**src/design/board_pkg.sv**
```systemverilog
// input board package
// widths, bit positions, counts and the packed words that are
// shared by the joystick, key and reset logic of the board frame

package board_pkg;

    localparam int NUM_PLAYERS = 4;
    localparam int JOY_IN_W    = 16;     // board joystick word
    localparam int GAME_JOY_W  = 10;     // word seen by the game
    localparam int DIR_W       = 4;      // 0 right, 1 left, 2 down, 3 up
    localparam int BUTTONS     = 2;

    // start, coin and pause sit right above the game buttons
    localparam int START_BIT = 6 + (BUTTONS - 2);
    localparam int COIN_BIT  = 7 + (BUTTONS - 2);
    localparam int PAUSE_BIT = 8 + (BUTTONS - 2);

    localparam int GFX_LAYERS   = 4;
    localparam int GAME_RST_LEN = 32;    // cycles held after the last cause
    localparam int RST_CNT_W    = $clog2(GAME_RST_LEN);

    localparam logic INPUTS_ACTIVE_LOW = 1'b1;

    typedef struct packed {
        logic [JOY_IN_W-DIR_W-1:0] upper;    // buttons, start, coin, pause
        logic [DIR_W-1:0]          dir;
    } board_joy_t;

    typedef struct packed {
        logic [GAME_JOY_W-DIR_W-1:0] buttons;
        logic [DIR_W-1:0]            dir;
    } game_joy_t;

    // decoded keyboard keys, all active high
    typedef struct packed {
        game_joy_t              joy1;
        game_joy_t              joy2;
        game_joy_t              joy3;
        logic [NUM_PLAYERS-1:0] start;
        logic [NUM_PLAYERS-1:0] coin;
        logic                   reset;
        logic                   pause;
        logic                   service;
        logic [GFX_LAYERS-1:0]  gfx;
    } key_in_t;

    // menu status word, high bits first
    typedef struct packed {
        logic [22:0] spare;
        logic        en4way;
        logic [1:0]  fxlevel;
        logic        enable_psg;
        logic        enable_fm;
        logic        dip_test;
        logic        osd_pause;
        logic        flip;
        logic        rot_control;
    } status_t;

endpackage

```
**src/design/board_ctrl.sv**
```systemverilog
// board control keys
// gathers coin and start from every player, runs the pause toggle,
// the service key, the graphics layer enables and the soft reset

module board_ctrl (
    input  logic                                  clk_sys,
    input  logic                                  rst,
    input  logic                                  downloading,
    input  board_pkg::board_joy_t                 joy_sync [board_pkg::NUM_PLAYERS],
    input  board_pkg::key_in_t                    keys,
    input  logic                                  osd_pause,
    output logic [board_pkg::NUM_PLAYERS-1:0]     game_coin,
    output logic [board_pkg::NUM_PLAYERS-1:0]     game_start,
    output logic                                  game_pause,
    output logic                                  game_service,
    output logic                                  soft_rst,
    output logic [board_pkg::GFX_LAYERS-1:0]      gfx_en
);

    logic [board_pkg::NUM_PLAYERS-1:0] joy_coin;
    logic [board_pkg::NUM_PLAYERS-1:0] joy_start;
    logic                              joy_pause;
    logic                              key_pause_s, key_pause_l;
    logic                              joy_pause_s, joy_pause_l;
    logic                              osd_s, osd_l;
    logic                              key_reset_s, key_reset_l;
    logic [board_pkg::GFX_LAYERS-1:0]  key_gfx_s, key_gfx_l;
    logic                              pause_edge;

    always_comb begin
        for (int p = 0; p < board_pkg::NUM_PLAYERS; p++) begin
            joy_coin[p]  = joy_sync[p][board_pkg::COIN_BIT];
            joy_start[p] = joy_sync[p][board_pkg::START_BIT];
        end
    end

    // only players 1 and 2 carry a pause button
    assign joy_pause = joy_sync[0][board_pkg::PAUSE_BIT] | joy_sync[1][board_pkg::PAUSE_BIT];

    always_ff @(posedge clk_sys) begin
        game_coin  <= {board_pkg::NUM_PLAYERS{board_pkg::INPUTS_ACTIVE_LOW}} ^
                      (joy_coin | keys.coin);
        game_start <= {board_pkg::NUM_PLAYERS{board_pkg::INPUTS_ACTIVE_LOW}} ^
                      (joy_start | keys.start);
    end

    // samples and their previous values for edge detection
    always_ff @(posedge clk_sys) begin
        if (rst) begin
            key_pause_s <= 1'b0;
            key_pause_l <= 1'b0;
            joy_pause_s <= 1'b0;
            joy_pause_l <= 1'b0;
            osd_s       <= 1'b0;
            osd_l       <= 1'b0;
            key_reset_s <= 1'b0;
            key_reset_l <= 1'b0;
            key_gfx_s   <= '0;
            key_gfx_l   <= '0;
        end else begin
            key_pause_s <= keys.pause;
            key_pause_l <= key_pause_s;
            joy_pause_s <= joy_pause;
            joy_pause_l <= joy_pause_s;
            osd_s       <= osd_pause;
            osd_l       <= osd_s;
            key_reset_s <= keys.reset;
            key_reset_l <= key_reset_s;
            key_gfx_s   <= keys.gfx;
            key_gfx_l   <= key_gfx_s;
        end
    end

    assign pause_edge = (key_pause_s & ~key_pause_l) | (joy_pause_s & ~joy_pause_l);

    always_ff @(posedge clk_sys) begin
        if (rst) begin
            game_pause   <= 1'b0;
            game_service <= board_pkg::INPUTS_ACTIVE_LOW;
            soft_rst     <= 1'b0;
            gfx_en       <= '1;     // all layers on
        end else begin
            soft_rst     <= key_reset_s & ~key_reset_l;
            gfx_en       <= gfx_en ^ (key_gfx_s & ~key_gfx_l);
            game_service <= keys.service ^ board_pkg::INPUTS_ACTIVE_LOW;
            if (downloading) begin
                game_pause <= 1'b0;
            end else if (osd_s != osd_l) begin
                game_pause <= osd_s;        // menu setting overrides toggles
            end else if (pause_edge) begin
                game_pause <= ~game_pause;
            end
        end
    end

endmodule

```
**src/design/game_reset_seq.sv**
```systemverilog
// game reset sequencer
// restarts on system reset, download, an external request, the
// keyboard reset key or a change of the flip setting, then keeps
// game_rst asserted for GAME_RST_LEN cycles after the last cause

module game_reset_seq (
    input  logic clk_sys,
    input  logic rst,
    input  logic downloading,
    input  logic rst_req,
    input  logic soft_rst,
    input  logic flip,
    output logic game_rst
);

    logic                            flip_q;
    logic                            flip_chg;
    logic                            cause;
    logic [board_pkg::RST_CNT_W-1:0] rst_cnt;

    always_ff @(posedge clk_sys) begin
        flip_q <= flip;                 // previous flip setting
    end

    assign flip_chg = flip ^ flip_q;
    assign cause    = rst | downloading | rst_req | soft_rst | flip_chg;

    // counter stops at GAME_RST_LEN-1, the release happens on the next edge
    always_ff @(posedge clk_sys) begin
        if (cause) begin
            rst_cnt  <= '0;
            game_rst <= 1'b1;
        end else if (rst_cnt < board_pkg::GAME_RST_LEN - 1) begin
            rst_cnt  <= rst_cnt + 1'b1;
            game_rst <= 1'b1;
        end else begin
            game_rst <= 1'b0;
        end
    end

endmodule

```
**src/design/input_board.sv**
```systemverilog
// input and reset board, top level
// four joystick paths, control keys, game reset sequencing and the
// registered copies of the menu settings used by the game

module input_board (
    input  logic                              clk_sys,
    input  logic                              rst,
    input  board_pkg::board_joy_t             board_joy [board_pkg::NUM_PLAYERS],
    input  board_pkg::key_in_t                keys,
    input  board_pkg::status_t                status,
    input  logic                              downloading,
    input  logic                              rst_req,
    output board_pkg::game_joy_t              game_joy [board_pkg::NUM_PLAYERS],
    output logic [board_pkg::NUM_PLAYERS-1:0] game_coin,
    output logic [board_pkg::NUM_PLAYERS-1:0] game_start,
    output logic                              game_service,
    output logic                              game_pause,
    output logic [board_pkg::GFX_LAYERS-1:0]  gfx_en,
    output logic                              game_rst,
    output logic                              enable_fm,
    output logic                              enable_psg,
    output logic                              dip_test,
    output logic [1:0]                        dip_fxlevel
);

    board_pkg::board_joy_t joy_sync [board_pkg::NUM_PLAYERS];
    board_pkg::game_joy_t  key_joy  [board_pkg::NUM_PLAYERS];
    logic                  soft_rst;

    // keyboard drives players 1 to 3 only
    always_comb begin
        key_joy    = '{default: '0};
        key_joy[0] = keys.joy1;
        key_joy[1] = keys.joy2;
        key_joy[2] = keys.joy3;
    end

    for (genvar p = 0; p < board_pkg::NUM_PLAYERS; p++) begin : g_player
        logic [board_pkg::DIR_W-1:0] dir_filt;

        joy_4way_filter u_filter (
            .clk_sys     ( clk_sys            ),
            .rst         ( rst                ),
            .enable      ( status.en4way      ),
            .dir_in      ( board_joy[p].dir   ),
            .dir_out     ( dir_filt           )
        );

        joy_player_map u_map (
            .clk_sys     ( clk_sys            ),
            .rst         ( rst                ),
            .board_in    ( board_joy[p]       ),
            .dir_filt    ( dir_filt           ),
            .key_joy     ( key_joy[p]         ),
            .rot_control ( status.rot_control ),
            .flip        ( ~status.flip       ),  // rotation uses the inverted setting
            .joy_sync    ( joy_sync[p]        ),
            .game_joy    ( game_joy[p]        )
        );
    end

    board_ctrl u_ctrl (
        .clk_sys      ( clk_sys          ),
        .rst          ( rst              ),
        .downloading  ( downloading      ),
        .joy_sync     ( joy_sync         ),
        .keys         ( keys             ),
        .osd_pause    ( status.osd_pause ),
        .game_coin    ( game_coin        ),
        .game_start   ( game_start       ),
        .game_pause   ( game_pause       ),
        .game_service ( game_service     ),
        .soft_rst     ( soft_rst         ),
        .gfx_en       ( gfx_en           )
    );

    game_reset_seq u_rst_seq (
        .clk_sys      ( clk_sys          ),
        .rst          ( rst              ),
        .downloading  ( downloading      ),
        .rst_req      ( rst_req          ),
        .soft_rst     ( soft_rst         ),
        .flip         ( status.flip      ),
        .game_rst     ( game_rst         )
    );

    always_ff @(posedge clk_sys) begin
        enable_fm   <= status.enable_fm;
        enable_psg  <= status.enable_psg;
        dip_test    <= status.dip_test;
        dip_fxlevel <= status.fxlevel;
    end

endmodule

```
**src/design/joy_4way_filter.sv**
```systemverilog
// 8-way to 4-way direction filter for one player
// the output register doubles as the synchroniser of the direction
// bits, and with the filter off it just samples the stick

module joy_4way_filter (
    input  logic                        clk_sys,
    input  logic                        rst,
    input  logic                        enable,
    input  logic [board_pkg::DIR_W-1:0] dir_in,
    output logic [board_pkg::DIR_W-1:0] dir_out
);

    logic [board_pkg::DIR_W-1:0] dir_nxt;
    logic                        single_in;
    logic                        hold_prev;

    assign single_in = $onehot(dir_in);

    // a diagonal keeps the last accepted direction while it is still held
    assign hold_prev = $onehot(dir_out) && ((dir_in & dir_out) != '0);

    always_comb begin
        if (!enable) begin
            dir_nxt = dir_in;           // plain 8-way
        end else if (single_in) begin
            dir_nxt = dir_in;
        end else if (hold_prev) begin
            dir_nxt = dir_out;
        end else begin
            // released stick, or a diagonal entered fresh
            dir_nxt = '0;
        end
    end

    always_ff @(posedge clk_sys) begin
        if (rst) begin
            dir_out <= '0;
        end else begin
            dir_out <= dir_nxt;
        end
    end

endmodule

```
**src/design/joy_player_map.sv**
```systemverilog
// joystick mapping for one player
// samples the board word, merges the keyboard joystick into it,
// remaps the directions for rotated screens and applies the
// polarity the game expects

module joy_player_map (
    input  logic                        clk_sys,
    input  logic                        rst,
    input  board_pkg::board_joy_t       board_in,
    input  logic [board_pkg::DIR_W-1:0] dir_filt,
    input  board_pkg::game_joy_t        key_joy,
    input  logic                        rot_control,
    input  logic                        flip,
    output board_pkg::board_joy_t       joy_sync,
    output board_pkg::game_joy_t        game_joy
);

    logic [board_pkg::JOY_IN_W-board_pkg::DIR_W-1:0] upper_q;
    board_pkg::game_joy_t                            merged;
    board_pkg::game_joy_t                            rotated;

    always_ff @(posedge clk_sys) begin
        if (rst) begin
            upper_q <= '0;
        end else begin
            upper_q <= board_in.upper;
        end
    end

    // directions come already registered from the 4-way filter
    assign joy_sync = '{upper: upper_q, dir: dir_filt};

    assign merged = board_pkg::game_joy_t'(joy_sync[board_pkg::GAME_JOY_W-1:0] | key_joy);

    always_comb begin
        rotated = merged;
        if (rot_control) begin
            if (flip) begin
                // new 3..0 from old 1,0,2,3
                rotated.dir = {merged.dir[1], merged.dir[0], merged.dir[2], merged.dir[3]};
            end else begin
                // new 3..0 from old 2,3,0,1
                rotated.dir = {merged.dir[2], merged.dir[3], merged.dir[0], merged.dir[1]};
            end
        end
    end

    always_ff @(posedge clk_sys) begin
        if (rst) begin
            // nothing pressed
            game_joy <= {board_pkg::GAME_JOY_W{board_pkg::INPUTS_ACTIVE_LOW}};
        end else begin
            game_joy <= rotated ^ {board_pkg::GAME_JOY_W{board_pkg::INPUTS_ACTIVE_LOW}};
        end
    end

endmodule

```
**config.mk**
```make
export PLATFORM = sky130hd
export DESIGN_NAME = input_board
export DESIGN_NICKNAME = d
export VERILOG_FILES = /design/src/design/board_pkg.sv /design/src/design/board_ctrl.sv /design/src/design/game_reset_seq.sv /design/src/design/input_board.sv /design/src/design/joy_4way_filter.sv /design/src/design/joy_player_map.sv
export SDC_FILE = /design/constraint.sdc
export NUM_CORES = 1
export LEC_CHECK = 0
export BUFFER_PORTS_ARGS = -buffer_cell sky130_fd_sc_hd__buf_2
export CAP_MARGIN = 5
export CORE_ASPECT_RATIO = 1.1
export CORE_UTILIZATION = 30
export CTS_CLUSTER_DIAMETER = 100
export DETAILED_ROUTE_END_ITERATION = 6
export GPL_ROUTABILITY_DRIVEN = 0
export PLACE_DENSITY = 0.66
export SETUP_SLACK_MARGIN = 0.3
export SLEW_MARGIN = 20
export SYNTH_ARGS = -nofsm -noshare
export SYNTH_HDL_FRONTEND = slang
export SYNTH_SLANG_ARGS = --single-unit
```
**constraint.sdc**
```tcl
create_clock -name clk_sys -period 2.5 [get_ports clk_sys]
set_input_delay 0.25 -clock clk_sys [delete_from_list [all_inputs] [get_ports clk_sys]]
set_output_delay 0.25 -clock clk_sys [all_outputs]
set_load 0.005 [all_outputs]
```
Word-level counts from Yosys, hierarchy flattened
Cells that the tools add are included.
{ "totals": {"ff_bits": 123, "output_inout_bits": 60, "wordCells": 144} }
{ "classes": {"n_addsub": 25, "order_cmp": 1, "n_eq_ne": 13, "n_mux": 23, "bitwise_logic": 33, "n_reduce_logical": 10} }
{ "ops": {"columns": ["operator", "n"], "rows": [
  ["2-to-1 mux 4 bit", 20],
  ["NOT 10 bit", 4],
  ["adder 1 x 1 -> 2 bit", 16],
  ["bitwise OR 10 bit", 3],
  ["adder 3 bit", 8],
  ["equality test 3 x 1 -> 1 bit, second input constant", 8],
  ["AND 4 bit", 5],
  ["nonzero test 4 bit", 4],
  ["!= test 3 x 2 -> 1 bit, second input constant", 4],
  ["NOT 4 bit", 3],
  ["bitwise OR 4 bit", 2],
  ["bitwise OR 1 bit", 6],
  ["adder 5 x 1 -> 5 bit, second input constant", 1],
  ["< comparator 5 bit, second input constant", 1],
  ["NOT 1 bit", 5],
  ["logical AND 1 bit", 4],
  ["XOR 4 bit", 1],
  ["AND 1 bit", 3],
  ["2-to-1 mux 1 bit", 3],
  ["nonzero test 2 bit", 1],
  ["OR reduction 2 bit", 1],
  ["!= test 1 bit", 1],
  ["XOR 1 bit", 1]
]} }

Logic depth before layout (Yosys ltp)
Gate-level depths: netlist of run 1.
{ "logic_depth": {"ltp_word": 7, "depth_mapped": 7, "ltp_nobuf": 7} }

Hierarchy
Synthesis of run 1 repeated with hierarchy kept, for this count alone.
{ "hier_totals": {"hier_cells": 494, "area_unflattened_um2": 5420.2} }
{ "by_module_without_submodules": {"columns": ["mod", "n_inst", "cells_per_inst", "area_each_um2"], "rows": [
  ["joy_player_map", 4, 63, 728.2],
  ["joy_4way_filter", 4, 32, 306.5],
  ["board_ctrl", 1, 80, 904.6],
  ["game_reset_seq", 1, 27, 269.0],
  ["input_board", 1, 7, 107.6]
]} }

Worst setup path before layout of run 1
OpenSTA, ideal clock, no wires.
{ "synth_timing": {"path_kind": "flip-flop to flip-flop", "start": "reg g_player[0].u_filter.dir_out[2] (netlist bit)", "end": "reg g_player[0].u_filter.dir_out[0] (netlist bit)", "setup_ns": 0.069, "t_arrival_ns": 2.081, "required_ns": 2.431, "path_slack_ns": 0.350, "stages_incl_launch_ff": 8, "path_buffers": 0, "cell_sequence": "dfxtp_1 -> ha_1 -> ha_1 -> fa_1 -> or4b_4 -> a21oi_4 -> nand3_1 -> o21ai_1"} }
{ "synth_between": {"elab_chain_cells": 5, "word_cells_on_any_way": 7, "classes_between": "add/sub (2); eq/ne (2); bitwise (1); reduce/logical (2)"} }
{ "synth_lines": {"columns": ["element", "line", "source"], "rows": [
  ["from (decl)", "joy_4way_filter.sv:10", "output logic [board_pkg::DIR_W-1:0] dir_out"],
  ["from (signal assigned)", "joy_4way_filter.sv:39", "dir_out <= dir_nxt;"],
  ["adder 1 x 1 -> 2 bit (not written as such)", "joy_4way_filter.sv:20", "assign hold_prev = $onehot(dir_out) && ((dir_in & dir_out) != '0);"],
  ["adder 3 bit (not written as such)", "joy_4way_filter.sv:20", null],
  ["equality test 3 x 1 -> 1 bit", "joy_4way_filter.sv:20", null],
  ["logical AND 1 bit (*)", "joy_4way_filter.sv:20", null],
  ["!= test 3 x 2 -> 1 bit (no source line) (*)", null, null]
]} }
Every way passes the cells marked *; elsewhere a longest branch is shown, timed or not.
A chain may end at the register's enable or synchronous reset.

Final worst setup path of run 1
{ "layout_timing": {"start": "reg g_player[0].u_filter.dir_out[2] (netlist bit)", "end": "reg g_player[0].u_filter.dir_out[1] (netlist bit)"} }
Same word-level chain as after synthesis.

==> out/summary.md, run 1 <==
The run finished with clean final reports. The floorplan step defined a core boundary enclosing 14600 sq um. The run gives 2.81 nW as the cell leakage power. dfxtp_1 takes more of the synthesized area than any other cell. The number of global-route vias before repair was 3607; the number of buffers added by the clock tree synthesis step was 17. Setup total negative slack on the finished layout was measured at 0 ns. By area the synthesized netlist is led by dfxtp_1 (55%), ha_1 (6.9%), nor2b_1 (6.7%). Fraction of final layout cells with drive strength greater than 1: 0.392.

Post-synthesis sequential element count: 123. Worst min-delay path class: input pin to flip-flop. The first global-routing pass estimated 16500 um of wire. The number of vias in the routed layout is 3651, and the internal power component is 3.81 mW. Clock-pin slew was measured on the worst setup and hold paths at 0.05 ns.

0 antenna diodes ended up in the layout. Number of placement rows: 46. After routing the design area is 6480 sq um. The clock drives 123 sinks. For this run, the slowest stage of the critical path takes 0.56 ns.

The total global routing track utilization is 0.138, and the combined area of all synthesized cells is 4510 sq um. Setup violations remaining at the end of the flow were counted as 0. The synthesized-area fraction occupied by adder cells is 0.105, and the compound-gate portion of the synthesized area is 0.160. VDD sags by at most 0.000438 V. Initial core utilization: 0.310. The share of synthesized area occupied by flip-flops and latches was 0.546. In this run the number of H-tree levels came out at 4. For this run, design rule violations remaining after detail routing come to 0. For this run the aggregate overflow at the end of global routing stands at 0. The highest metal layer used by the detailed router is met4. Most repeated library cell on the critical path: ha_4. By instance count, the leading cell after synthesis is dfxtp_1. The worst path in the final design needs a cycle of 2.22 ns, including I/O delays and setup. The share of synthesized registers carrying an async set or reset is 0.

Detailed placement ended at an HPWL of 7520 um. After the last flow step, the layout net total stands at 764. The mean cell area of the mapped netlist was 11.3 sq um; the clock latency reported for the late side of the worst-skew pair was 0.41 ns. The post-synthesis mux area share was 0.00888; the die area was 15500 sq um.

Yosys printed 0 warnings. In this run the vertical extent of the chip is 131 um. In this run the tool buffered the top-level ports with 157 buffer cells.

The number of placed instances with taps included was 731. After detailed routing, the wire length on met1 is 4120 um. In the routed layout, each cell is associated on average with a via count of 4.62. Traced cell by cell, the critical path runs through ha_4 > ha_4 > fa_1 > or4b_4 > a21oi_4 > nand3_1 > o21ai_1. The category of the worst setup path launch point is a flip-flop. The logs give 0.110 for the combinational power share and 5480 sq um for the instance area at placement.

For this design, the slowest cell found on the critical path is or4b_4. In this run the deepest clock path goes through 2 buffers. Maximum fanout count along the critical path: 5. Data arrives at the worst endpoint at 2.55 ns. The required time of the worst setup path is 2.83 ns. The pre-antenna-repair detailed-routing pass consisted of 4 iterations. The synthesized-area fraction occupied by xor and xnor cells is 0.0117. Combinational family with the most area after synthesis: compound AO/OA/AOI/OAI gates.

The switching share of power came out at 0.239. The final count of pins violating max slew is 0. Synthesis produced a netlist whose cell count is 398.

The number of different library cells used by synthesis comes to 34. The synthesized design contains 0 enable-type register cells. The tool flagged a number of max-cap violations equal to 0.

For the final database, setup skew stands at 0.00547 ns. The number of endpoints with negative hold slack in the final report is 0, and the layout-stage area growth over the synthesis result is 43.8%. After detailed routing, the met2 layer carries 5570 um of wire. The endpoint kind of the worst setup timing path is a flip-flop. The register share of total power came out at 0.428. Top-area cell type share of the netlist area: 0.546.

Average wire per cell in the routed design: 13.2 um. Most instantiated flip-flop cell in the synthesis netlist: dfxtp_1. For this design the ratio of total power to cell area is 771 nW/um^2. The headroom to the max-slew limit is 0.520, and the ratio of final minimum period to clock period is 0.887. For the initial antenna violation count, the log shows 0.

The number of buffers and inverters on the critical path is 0. The clock group share of total power is 0.461. The top cell family by delay on the critical path was adder cells. TritonCTS built the clock tree. The run gives 615 um as the met3 wire length.

The net switching power of the design came out at 1.19 mW. The run gives 0.451 GHz as the fmax. Post-synthesis share of cell area spent on and, or, nand and nor gates: 0.153. The die span in x works out to 119 um.

Setup repair after global routing could not meet its margin everywhere. For this design the top-level I/O count stands at 205. The detailed-route wire length is 10500 um.

Counting every net in the synthesized netlist gives 576. The transition time at the pin with the least slew margin is 0.721 ns. The number of nets with antenna violations after detailed routing was 0; the first-iteration detailed-routing DRC count was 132. Entering global routing, the biggest net connects 65 pins.

The count of cells in the finished layout, fillers not included, comes to 791. CTS placed an instance of clkbuf_16 at the clock tree root. The critical path is of the flip-flop to flip-flop type.

The commonest cells after synthesis are dfxtp_1 (123), nor2b_1 (48), o21bai_1 (30), ha_1 (25), nor2_1 (18).
[worst paths after layout]
kind,startpoint,end,slack (ns),cells past startpoint
worst max-delay path,g_player[0].u_filter.dir_out[2],g_player[0].u_filter.dir_out[1],0.28,7
worst min-delay path,keys[39],g_player[0].u_map.game_joy[4],0.02,2
worst max register to register,g_player[0].u_filter.dir_out[2],g_player[0].u_filter.dir_out[1],0.28,7
worst min register to register,g_player[3].u_map.upper_q[5],g_player[3].u_map.game_joy[9],0.37,1
[power groups by stage]
| stage | logic, mW | registers [mW] | clock network, mW |
|---|---|---|---|
| 6_report | 0.552 | 2.14 | 2.31 |
| 5_1_grt | 0.625 | 2.16 | 2.47 |
| 4_1_cts | 0.512 | 2.15 | 2.37 |
| 3_5_place_dp | 0.478 | 2.19 | 0 |
| 3_3_place_gp | 0.454 | 2.18 | 0 |
| 2_1_floorplan | 0.260 | 2.18 | 0 |
[cells by family after synthesis]
logic type               after synthesis
adder cells (fa/ha/maj)               33
buffers and inverters                 17
AND/OR/NAND/NOR                      119
AO/OA/AOI/OAI                         96
flip-flops                           123
XOR/XNOR                               6
multiplexers                           4
[layout make-up]
class / count / area, sq um
well taps: 192 / 240
clock buffers: 19 / 453
repair buffers: 186 / 1060
flip-flops and latches: 123 / 2510
clock inverters: 13 / 118
fillers: 1381 / 8080
multi-input cells: 258 / 2100
[metal layers]
| metal | track usage | vias to the layer above |
|---|---|---|
| li1 | - | 1804 |
| met1 | 0.140 | 1701 |
| met2 | 0.253 | 130 |
| met3 | 0.0469 | 16 |
| met4 | 0.0700 | 0 |
| met5 | 0 | - |
[what timing repair did]
action,CTS,global route
gates cloned,0,0
pin swaps,1,14
buffers inserted,1,9
setup endpoints to repair,16,16
endpoints found under the hold margin,18,0
resized for setup,12,33
hold buffers,18,0
[state kept, by name, summed over array words and instances, names as in the netlist, 4 cells and up]
signal	flops
g_player.u_map.game_joy	40
u_ctrl.game_start	4
g_player.u_filter.dir_out	16
u_ctrl.gfx_en	4
u_ctrl.key_gfx_s	4
u_rst_seq.rst_cnt	5
u_ctrl.key_gfx_l	4
u_ctrl.game_coin	4
g_player.u_map.upper_q	24
[through the flow]
stage	setup slack [ns]	util	power, mW	hold WS, ns
floorplan	0.350	-	2.44	0.278
global placement	0.264	0.377	2.64	0.355
detailed placement	0.182	0.377	2.67	0.355
CTS	0.252	0.431	5.03	0.00188
global route	0.217	0.445	5.26	0.00327
finish	0.283	0.445	5.00	0.0199
[cells in the final DEF (no fill, tap or decap), types with 2 or more instances in the layout]
cell type	n
a22oi_1	8
dlygate4sd3_1	18
a21oi_1	5
ha_1	17
o21ai_1	7
a31oi_1	3
mux2i_1	4
buf_2	157
dfxtp_2	5
clkinv_2	3
nand2_1	4
nor3_1	14
nor2b_1	48
a22o_1	12
clkbuf_16	17
nor2_1	18
fa_1	8
or3b_1	2
clkinvlp_4	5
nand3_2	2
nor4b_2	3
a21oi_2	2
xnor2_1	6
ha_4	7
nand3_1	6
inv_6	3
dfxtp_4	11
dfxtp_1	107
clkbuf_8	2
a211o_1	4
buf_4	10
o21bai_1	30
o21ai_0	10
a311o_1	12
nand2b_1	16
(Power assumes the default switching activity.)
==> run 2, diff against run 1 <==
--- a/config.mk
+++ b/config.mk
@@ -12,9 +12,10 @@
 export CTS_CLUSTER_DIAMETER = 100
 export DETAILED_ROUTE_END_ITERATION = 6
 export GPL_ROUTABILITY_DRIVEN = 0
+export HOLD_SLACK_MARGIN = 0.03
 export PLACE_DENSITY = 0.66
 export SETUP_SLACK_MARGIN = 0.3
-export SLEW_MARGIN = 20
+export SLEW_MARGIN = 25
 export SYNTH_ARGS = -nofsm -noshare
 export SYNTH_HDL_FRONTEND = slang
 export SYNTH_SLANG_ARGS = --single-unit
==> run 2 against run 1 <==
  * Die area unchanged
  * Clock skew about the same
  * Non-clock buffer count increased by 16
  * Core utilization increased by 1.1 points
  * Final cell count increased by 2.0%
  * Clock power about the same
  * Clock-buffer cell count unchanged
  * Global-route usage increased by 0.36 points
  * First-iteration DRC count decreased by 4.5%
==> out/summary.md, run 2 (synthesized netlist as in run 1, its figures left out) <==
The logs give 0 (unchanged) for the remaining global-route overflow and 0 (unchanged) for the initial antenna violation count. The worst reg-to-reg path cell count is 7 (unchanged), and the number of flip-flops in the largest register is 40 (unchanged). The flip-flop and latch area came out at 2510 sq um (unchanged). STA classifies the critical path endpoint as a flip-flop.

The maximum fanout count along the critical path was 5 (unchanged). The die span in x was 119 um (unchanged). The run gives 2.87 nW (+2.4%) as the cell leakage power.

The largest voltage drop on the vdd net was 0.000436 V (-0.45%); the total global routing track utilization was 0.141 (+0.00361). Number of logic stages on the critical path including buffering: 7 (unchanged). First-pass GRT wire length: 16900 um (+2.7%).

The sum of buffers and inverters on the critical path was 0 (unchanged). The fraction of final layout cells with drive strength greater than 1 is 0.382 (-0.0102). The run gives 2100 sq um (unchanged) as the area occupied by multi-input gates. For the number of endpoints with negative hold slack in the final report, the log shows 0 (unchanged). Leaving out fill and tap cells, the most frequent cells in the layout are buf_2 (157), dfxtp_1 (107), nor2b_1 (48).

Most repeated library cell on the critical path: ha_4. Number of vias in the routed layout: 3709 (+1.6%). The worst setup path is of the flip-flop to flip-flop kind.

Detailed-route wire length: 10800 um (+2.7%). The number of placement rows is 46 (unchanged). The run gives 0 (unchanged) as the final count of pins violating max slew.

The worst setup slack for register-to-register paths was 0.28 ns (about the same). The endpoint of the most critical setup path was g_player[0].u_filter.dir_out[1]. Counting flops per register, the top entry is g_player.u_map.game_joy. CTS placed an instance of clkbuf_16 at the clock tree root. HPWL after detailed placement: 7520 um (unchanged). The initial core utilization is 0.310 (unchanged), and the number of nets with antenna violations after detailed routing is 0 (unchanged). The number of H-tree levels came out at 4 (unchanged). The worst setup path is launched from a flip-flop. The number of port buffers works out to 157 (unchanged). The launching element of the worst setup path was g_player[0].u_filter.dir_out[2]. The run gives 15500 sq um (unchanged) as the die area. TritonCTS built the clock tree.

Post-route minimum period: 2.22 ns (-0.0000260 ns). The logs give 1356 (-1.8%) for the number of fill cells and 3690 (+2.3%) for the number of global-route vias before repair. The register clock-pin slew on the reported worst setup and hold paths came out at 0.05 ns (about the same). The number of endpoints failing setup at the final stage came out at 0 (unchanged).

Leaving out fill and tap cells, the most frequent cell in the layout is buf_2. Top cell family by delay on the critical path: adder cells. The critical path arrival came out at 2.55 ns (about the same). The max-cap check violation count was 0 (unchanged). For the required time of the worst setup path, the log shows 2.83 ns (about the same). The area of the core is 14600 sq um (unchanged). The first-pass iteration count of the detailed router is 4 (unchanged).

The clock sink total was 123 (unchanged); the delay of the slowest cell on the worst path was 0.56 ns (about the same). The tools report the first-iteration detailed-routing DRC count as 126 (-4.5%). The DRC violations left is 0 (unchanged). Setup repair after global routing could not meet its margin everywhere.

The layout-stage area growth over the synthesis result is 47.3%. Walking the worst path, the cells encountered are ha_4 > ha_4 > fa_1 > or4b_4 > a21oi_4 > nand3_1 > o21ai_1. The run gives 780 (+2.1%) as the net count reported at finish. The run finished with clean final reports. The number of top-level pins is 205 (unchanged). The largest registers in the layout are g_player.u_map.game_joy x40, g_player.u_map.upper_q x24, g_player.u_filter.dir_out x16. The run gives 0 (unchanged) as the number of antenna repair diodes. The worst register-to-register path begins at g_player[0].u_filter.dir_out[2]. The chip height came out at 131 um (unchanged). The logs give 0.0474 ns (+0.0274 ns) for the post-route worst hold slack and 0.41 ns (about the same) for the clock latency reported for the late side of the worst-skew pair. The tools report the number of buffers added by the clock tree synthesis step as 17 (unchanged).

For the clock tree skew after final layout, the log shows 0.00509 ns (-0.000381 ns). The tools report the headroom to the max-slew limit as 0.522 (+0.00190). The tools report the maximum number of pins on one net before global-route repair as 65 (unchanged). Among all stages on the critical path, the largest delay is contributed by or4b_4. The transition time at the pin with the least slew margin came out at 0.718 ns (-0.00285 ns). The endpoint identified for the worst register-to-register timing path is g_player[0].u_filter.dir_out[1]. The via density per instance works out to 4.60 (-0.43%). The tools report the total negative slack for setup checks as 0 ns (unchanged). The ratio of final minimum period to clock period was 0.887 (about the same); the fmax was 0.451 GHz (about the same). Total power density per cell area: 756 nW/um^2 (-1.9%). The average wire per cell in the routed design came out at 13.3 um (+0.68%). The run gives 0.456 (+0.0110) as the final design utilization. The worst hold path belongs to the class input pin to flip-flop.

For the maximum root-to-sink buffer count, the log shows 2 (unchanged).
run 2: cell count changes in the layout (fill, tap and decap cells not counted), sizes merged:
cell         change
dlygate4sd3     +16
run 2: worst min path at each step:
stage,end,depth (start not counted),slack (ns),startpoint
2_1_floorplan,dip_fxlevel[0],0,0.28,status[6]
3_3_place_gp,dip_test,1,0.35,status[3]
3_5_place_dp,dip_test,1,0.35,status[3]
4_1_cts,g_player[3].u_map.upper_q[5],2,0.03,board_joy[9]
5_1_grt,u_ctrl.key_pause_s,2,0.04,keys[5]
6_report,g_player[3].u_map.upper_q[5],2,0.05,board_joy[9]
run 2: where the power goes:
part / internal [mW] / total, mW / switching [mW] / leakage [nW]
registers: 2.08 / 2.14 / 0.0621 / 1.03
logic: 0.322 / 0.573 / 0.251 / 1.57
clock network: 1.42 / 2.31 / 0.889 / 0.268
run 2: metrics by stage:
step	std cells	power (mW)	area [sq um]	setup WS, ns
after floorplan	398	2.44	4510	0.350
after global placement	731	2.64	5480	0.264
after detailed placement	731	2.67	5480	0.182
after CTS	798	5.05	6440	0.252
after global routing	807	5.28	6650	0.217
final	807	5.03	6650	0.283
run 2: layout make-up:
class,count,area share
Clock buffer,19,0.0682
Clock inverter,13,0.0177
Multi-Input combinational cell,258,0.317
Sequential cell,123,0.378
Tap cell,192,0.0362
Timing Repair Buffer,202,0.184
run 2: repair_timing:
item / in CTS / in global routing
pin swaps: 1 / 14
setup endpoints to repair: 16 / 16
hold buffers: 34 / 0
cloned: 0 / 0
resized for setup: 12 / 33
hold endpoints to repair: 34 / 0
setup buffers: 1 / 9
run 2: metal layers:
layer,global-route usage,up-vias,part of all wire,wire length [um]
met1,0.143,1725,0.40,4300
met4,0.0685,0,0.014,151
li1,-,1831,-,-
met3,0.0460,15,0.052,560
met2,0.264,138,0.53,5740
met5,0,-,0,0
==> run 3, diff against run 2 <==
--- a/config.mk
+++ b/config.mk
@@ -6,14 +6,13 @@
 export NUM_CORES = 1
 export LEC_CHECK = 0
 export BUFFER_PORTS_ARGS = -buffer_cell sky130_fd_sc_hd__buf_2
-export CAP_MARGIN = 5
 export CORE_ASPECT_RATIO = 1.1
 export CORE_UTILIZATION = 30
 export CTS_CLUSTER_DIAMETER = 100
 export DETAILED_ROUTE_END_ITERATION = 6
 export GPL_ROUTABILITY_DRIVEN = 0
 export HOLD_SLACK_MARGIN = 0.03
-export PLACE_DENSITY = 0.66
+export PLACE_DENSITY_LB_ADDON = 0.15
 export SETUP_SLACK_MARGIN = 0.3
 export SLEW_MARGIN = 25
 export SYNTH_ARGS = -nofsm -noshare
==> run 3 against run 2 <==
  * Sequential share of layout area decreased by 0.52 points
  * Combinational power is 1% lower
  * Clock skew rose by 0.00066 ns
  * Wire length decreased by 0.86%
  * Global-route usage is 0.25 points lower
  * Die area stayed put
  * Largest cell class unchanged
==> out/summary.md, run 3 (synthesized netlist as in run 1, its figures left out) <==
The kind of critical path is flip-flop to flip-flop. The run gives 813 (+0.74%) as the post-layout instance count excluding filler cells. Following the worst setup path forward leads to its endpoint at g_player[0].u_filter.dir_out[1].

The total negative slack for setup checks is 0 ns (unchanged). Top cell family by delay on the critical path: adder cells. The HPWL after detailed placement came out at 7430 um (-1.2%).

Commonest non-fill, non-tap cell in the layout: buf_2. The die span in x works out to 119 um (unchanged). Flip-flop and latch area: 2500 sq um (-0.20%). The tools report the largest voltage drop on the vdd net as 0.000407 V (-6.7%). The max-cap check violation count was 0 (unchanged); the area occupied by multi-input gates was 2090 sq um (-0.42%). The layout-stage area growth over the synthesis result was 49.1%.

The total power density per cell area is 777 nW/um^2 (+2.7%). For the required time of the worst setup path, the log shows 2.84 ns (about the same). In this run the critical register-to-register path is captured at g_player[0].u_filter.dir_out[1]. In this run the worst setup path begins at g_player[0].u_filter.dir_out[0]. The flow ran to the end, and the final reports show no timing, DRC or antenna violations. The standard cell with the maximum stage delay on the critical path was or4b_4.

The tools report the DRC violations left as 0 (unchanged). The die area came out at 15500 sq um (unchanged). The tools report the endpoint kind of the worst setup timing path as a flip-flop.

The sum of buffers and inverters on the critical path works out to 0 (unchanged). The number of nets with antenna violations after detailed routing is 0 (unchanged), and the first-iteration detailed-routing DRC count is 139 (+10%). The run gives 40 (-38%) as the maximum number of pins on one net before global-route repair.

The post-route minimum period is 2.17 ns (-0.0423 ns), and the register clock-pin slew on the reported worst setup and hold paths is 0.06 ns (about the same). For the number of buffers added by the clock tree synthesis step, the log shows 17 (unchanged). The logs give 0 (unchanged) for the final count of pins violating max slew and 0 (unchanged) for the number of endpoints with negative hold slack in the final report. The number of port buffers works out to 157 (unchanged). The number of flip-flops in the largest register was 40 (unchanged).

The area of the core came out at 14600 sq um (unchanged). CTS placed an instance of clkbuf_16 at the clock tree root. The logs give 0.0470 ns (-0.000407 ns) for the post-route worst hold slack and 0.139 (-0.00251) for the total global routing track utilization.

The largest registers in the layout are g_player.u_map.game_joy x40, g_player.u_map.upper_q x24, g_player.u_filter.dir_out x16. The logs give 0.41 ns (about the same) for the clock latency reported for the late side of the worst-skew pair and 6720 sq um (+1.2%) for the final design instance area without fill. The fraction of final layout cells with drive strength greater than 1 is 0.378 (-0.00369). The number of global-route vias before repair was 3549 (-3.8%). The number of top-level pins was 205 (unchanged). The number of H-tree levels was 4 (unchanged); the number of antenna repair diodes was 0 (unchanged). The transition time at the pin with the least slew margin was 0.534 ns (-0.184 ns); the first-pass iteration count of the detailed router was 4 (unchanged). The worst register-to-register path begins at g_player[0].u_filter.dir_out[0].

The cell leakage power was 2.90 nW (+0.99%); the average wire per cell in the routed design was 13.1 um (-1.6%). The headroom to the max-slew limit came out at 0.644 (+0.122). The number of vias in the routed layout came out at 3711 (+0.054%). The maximum root-to-sink buffer count was 2 (unchanged); the clock tree skew after final layout was 0.00575 ns (+0.000663 ns). In the layout the commonest cells are buf_2 (157), dfxtp_1 (107), nor2b_1 (48). The initial core utilization is 0.310 (unchanged). The startpoint identified for the worst hold timing path is keys[39]. Traced cell by cell, the critical path runs through ha_4 > ha_4 > fa_1 > or4b_4 > a21oi_4 > nand3_1 > o21ai_1. The most repeated library cell on the critical path is ha_4. The worst reg-to-reg path cell count was 7 (unchanged).

The number of logic stages on the critical path including buffering was 7 (unchanged). The tightest min-delay check is of the input pin to flip-flop type. The maximum fanout count along the critical path was 4 (-1).

The run gives 10700 um (-0.86%) as the detailed-route wire length. The first-pass GRT wire length was 16800 um (-0.90%); the delay of the slowest cell on the worst path was 0.57 ns (about the same). Setup repair after global routing could not meet its margin everywhere. For the critical path arrival, the log shows 2.51 ns (-0.04 ns).

Fmax: 0.460 GHz (+1.9%). The instance area at placement was 5500 sq um (+0.32%); the number of endpoints failing setup at the final stage was 0 (unchanged). The ratio of final minimum period to clock period is 0.870 (-0.0169), and the clock sink total is 123 (unchanged). The number of placed instances with taps included came out at 735 (+0.55%).

The net count reported at finish came out at 786 (+0.77%). The tools report the initial antenna violation count as 0 (unchanged). The number of placement rows came out at 46 (unchanged). Category of the worst setup path launch point: a flip-flop.

TritonCTS built the clock tree. The remaining global-route overflow was 0 (unchanged); the via density per instance was 4.56 (-0.68%). The chip height was 131 um (unchanged).

The worst setup slack for register-to-register paths is 0.33 ns (+0.04 ns). For the number of fill cells, the log shows 1385 (+2.1%). More flip-flops sit in one register than any other, and that register is g_player.u_map.game_joy.
[run 3: cell types whose count changed in the layout (fill, tap and decap cells not counted), sizes merged]
cell	previous run	this run
clkinv	4	1
inv	3	2
buf	168	169
dlygate4sd3	34	39
bufinv	1	3
clkinvlp	5	7
[run 3: worst min path at each step]
stage	to	slack, ns	cells past startpoint
after floorplan	dip_fxlevel[0]	0.28	0
after global placement	dip_fxlevel[1]	0.35	1
after detailed placement	enable_fm	0.35	1
after CTS	g_player[2].u_map.upper_q[1]	0.03	2
after global routing	g_player[1].u_map.upper_q[1]	0.04	2
final	g_player[0].u_map.game_joy[4]	0.05	2
[run 3: what timing repair did]
action / CTS / global route
pin swaps: 2 / 15
resized for setup: 16 / 25
setup endpoints to repair: 12 / 16
hold buffers: 39 / 0
gates cloned: 0 / 0
hold endpoints to repair: 39 / 0
buffers inserted: 2 / 5
[run 3: through the flow]
step / power (mW) / utilization / setup slack [ns]
floorplan: 2.44 / - / 0.350
global placement: 2.65 / 0.378 / 0.198
detailed placement: 2.66 / 0.378 / 0.140
CTS: 5.28 / 0.451 / 0.289
global route: 5.49 / 0.462 / 0.233
finish: 5.22 / 0.462 / 0.326
[run 3: where the power goes]
part           internal, mW  switching, mW
clock network          1.62          0.891
registers              2.08         0.0624
logic                 0.322          0.245
total                  4.03           1.20
[run 3: worst register-to-register path, cell delays in order (launching register included)]
cell     delay, ns
dfxtp_4       0.35
ha_4          0.24
ha_4          0.15
fa_1          0.45
or4b_4        0.57
a21oi_4       0.17
nand3_1       0.09
o21ai_1       0.09
[run 3: layout make-up]
type                    instances  share of cell area
clock inverters                13              0.0246
well taps                     192              0.0357
flip-flops and latches        123               0.373
multi-input cells             258               0.311
repair buffers                208               0.188
clock buffers                  19              0.0674
[run 3: metal layers]
layer | vias to the layer above | track usage | wire length (um)
li1 | 1841 | - | -
met1 | 1729 | 0.163 | 4650
met2 | 125 | 0.226 | 5160
met3 | 16 | 0.0434 | 631
met4 | 0 | 0.0789 | 219
met5 | - | 0 | 0
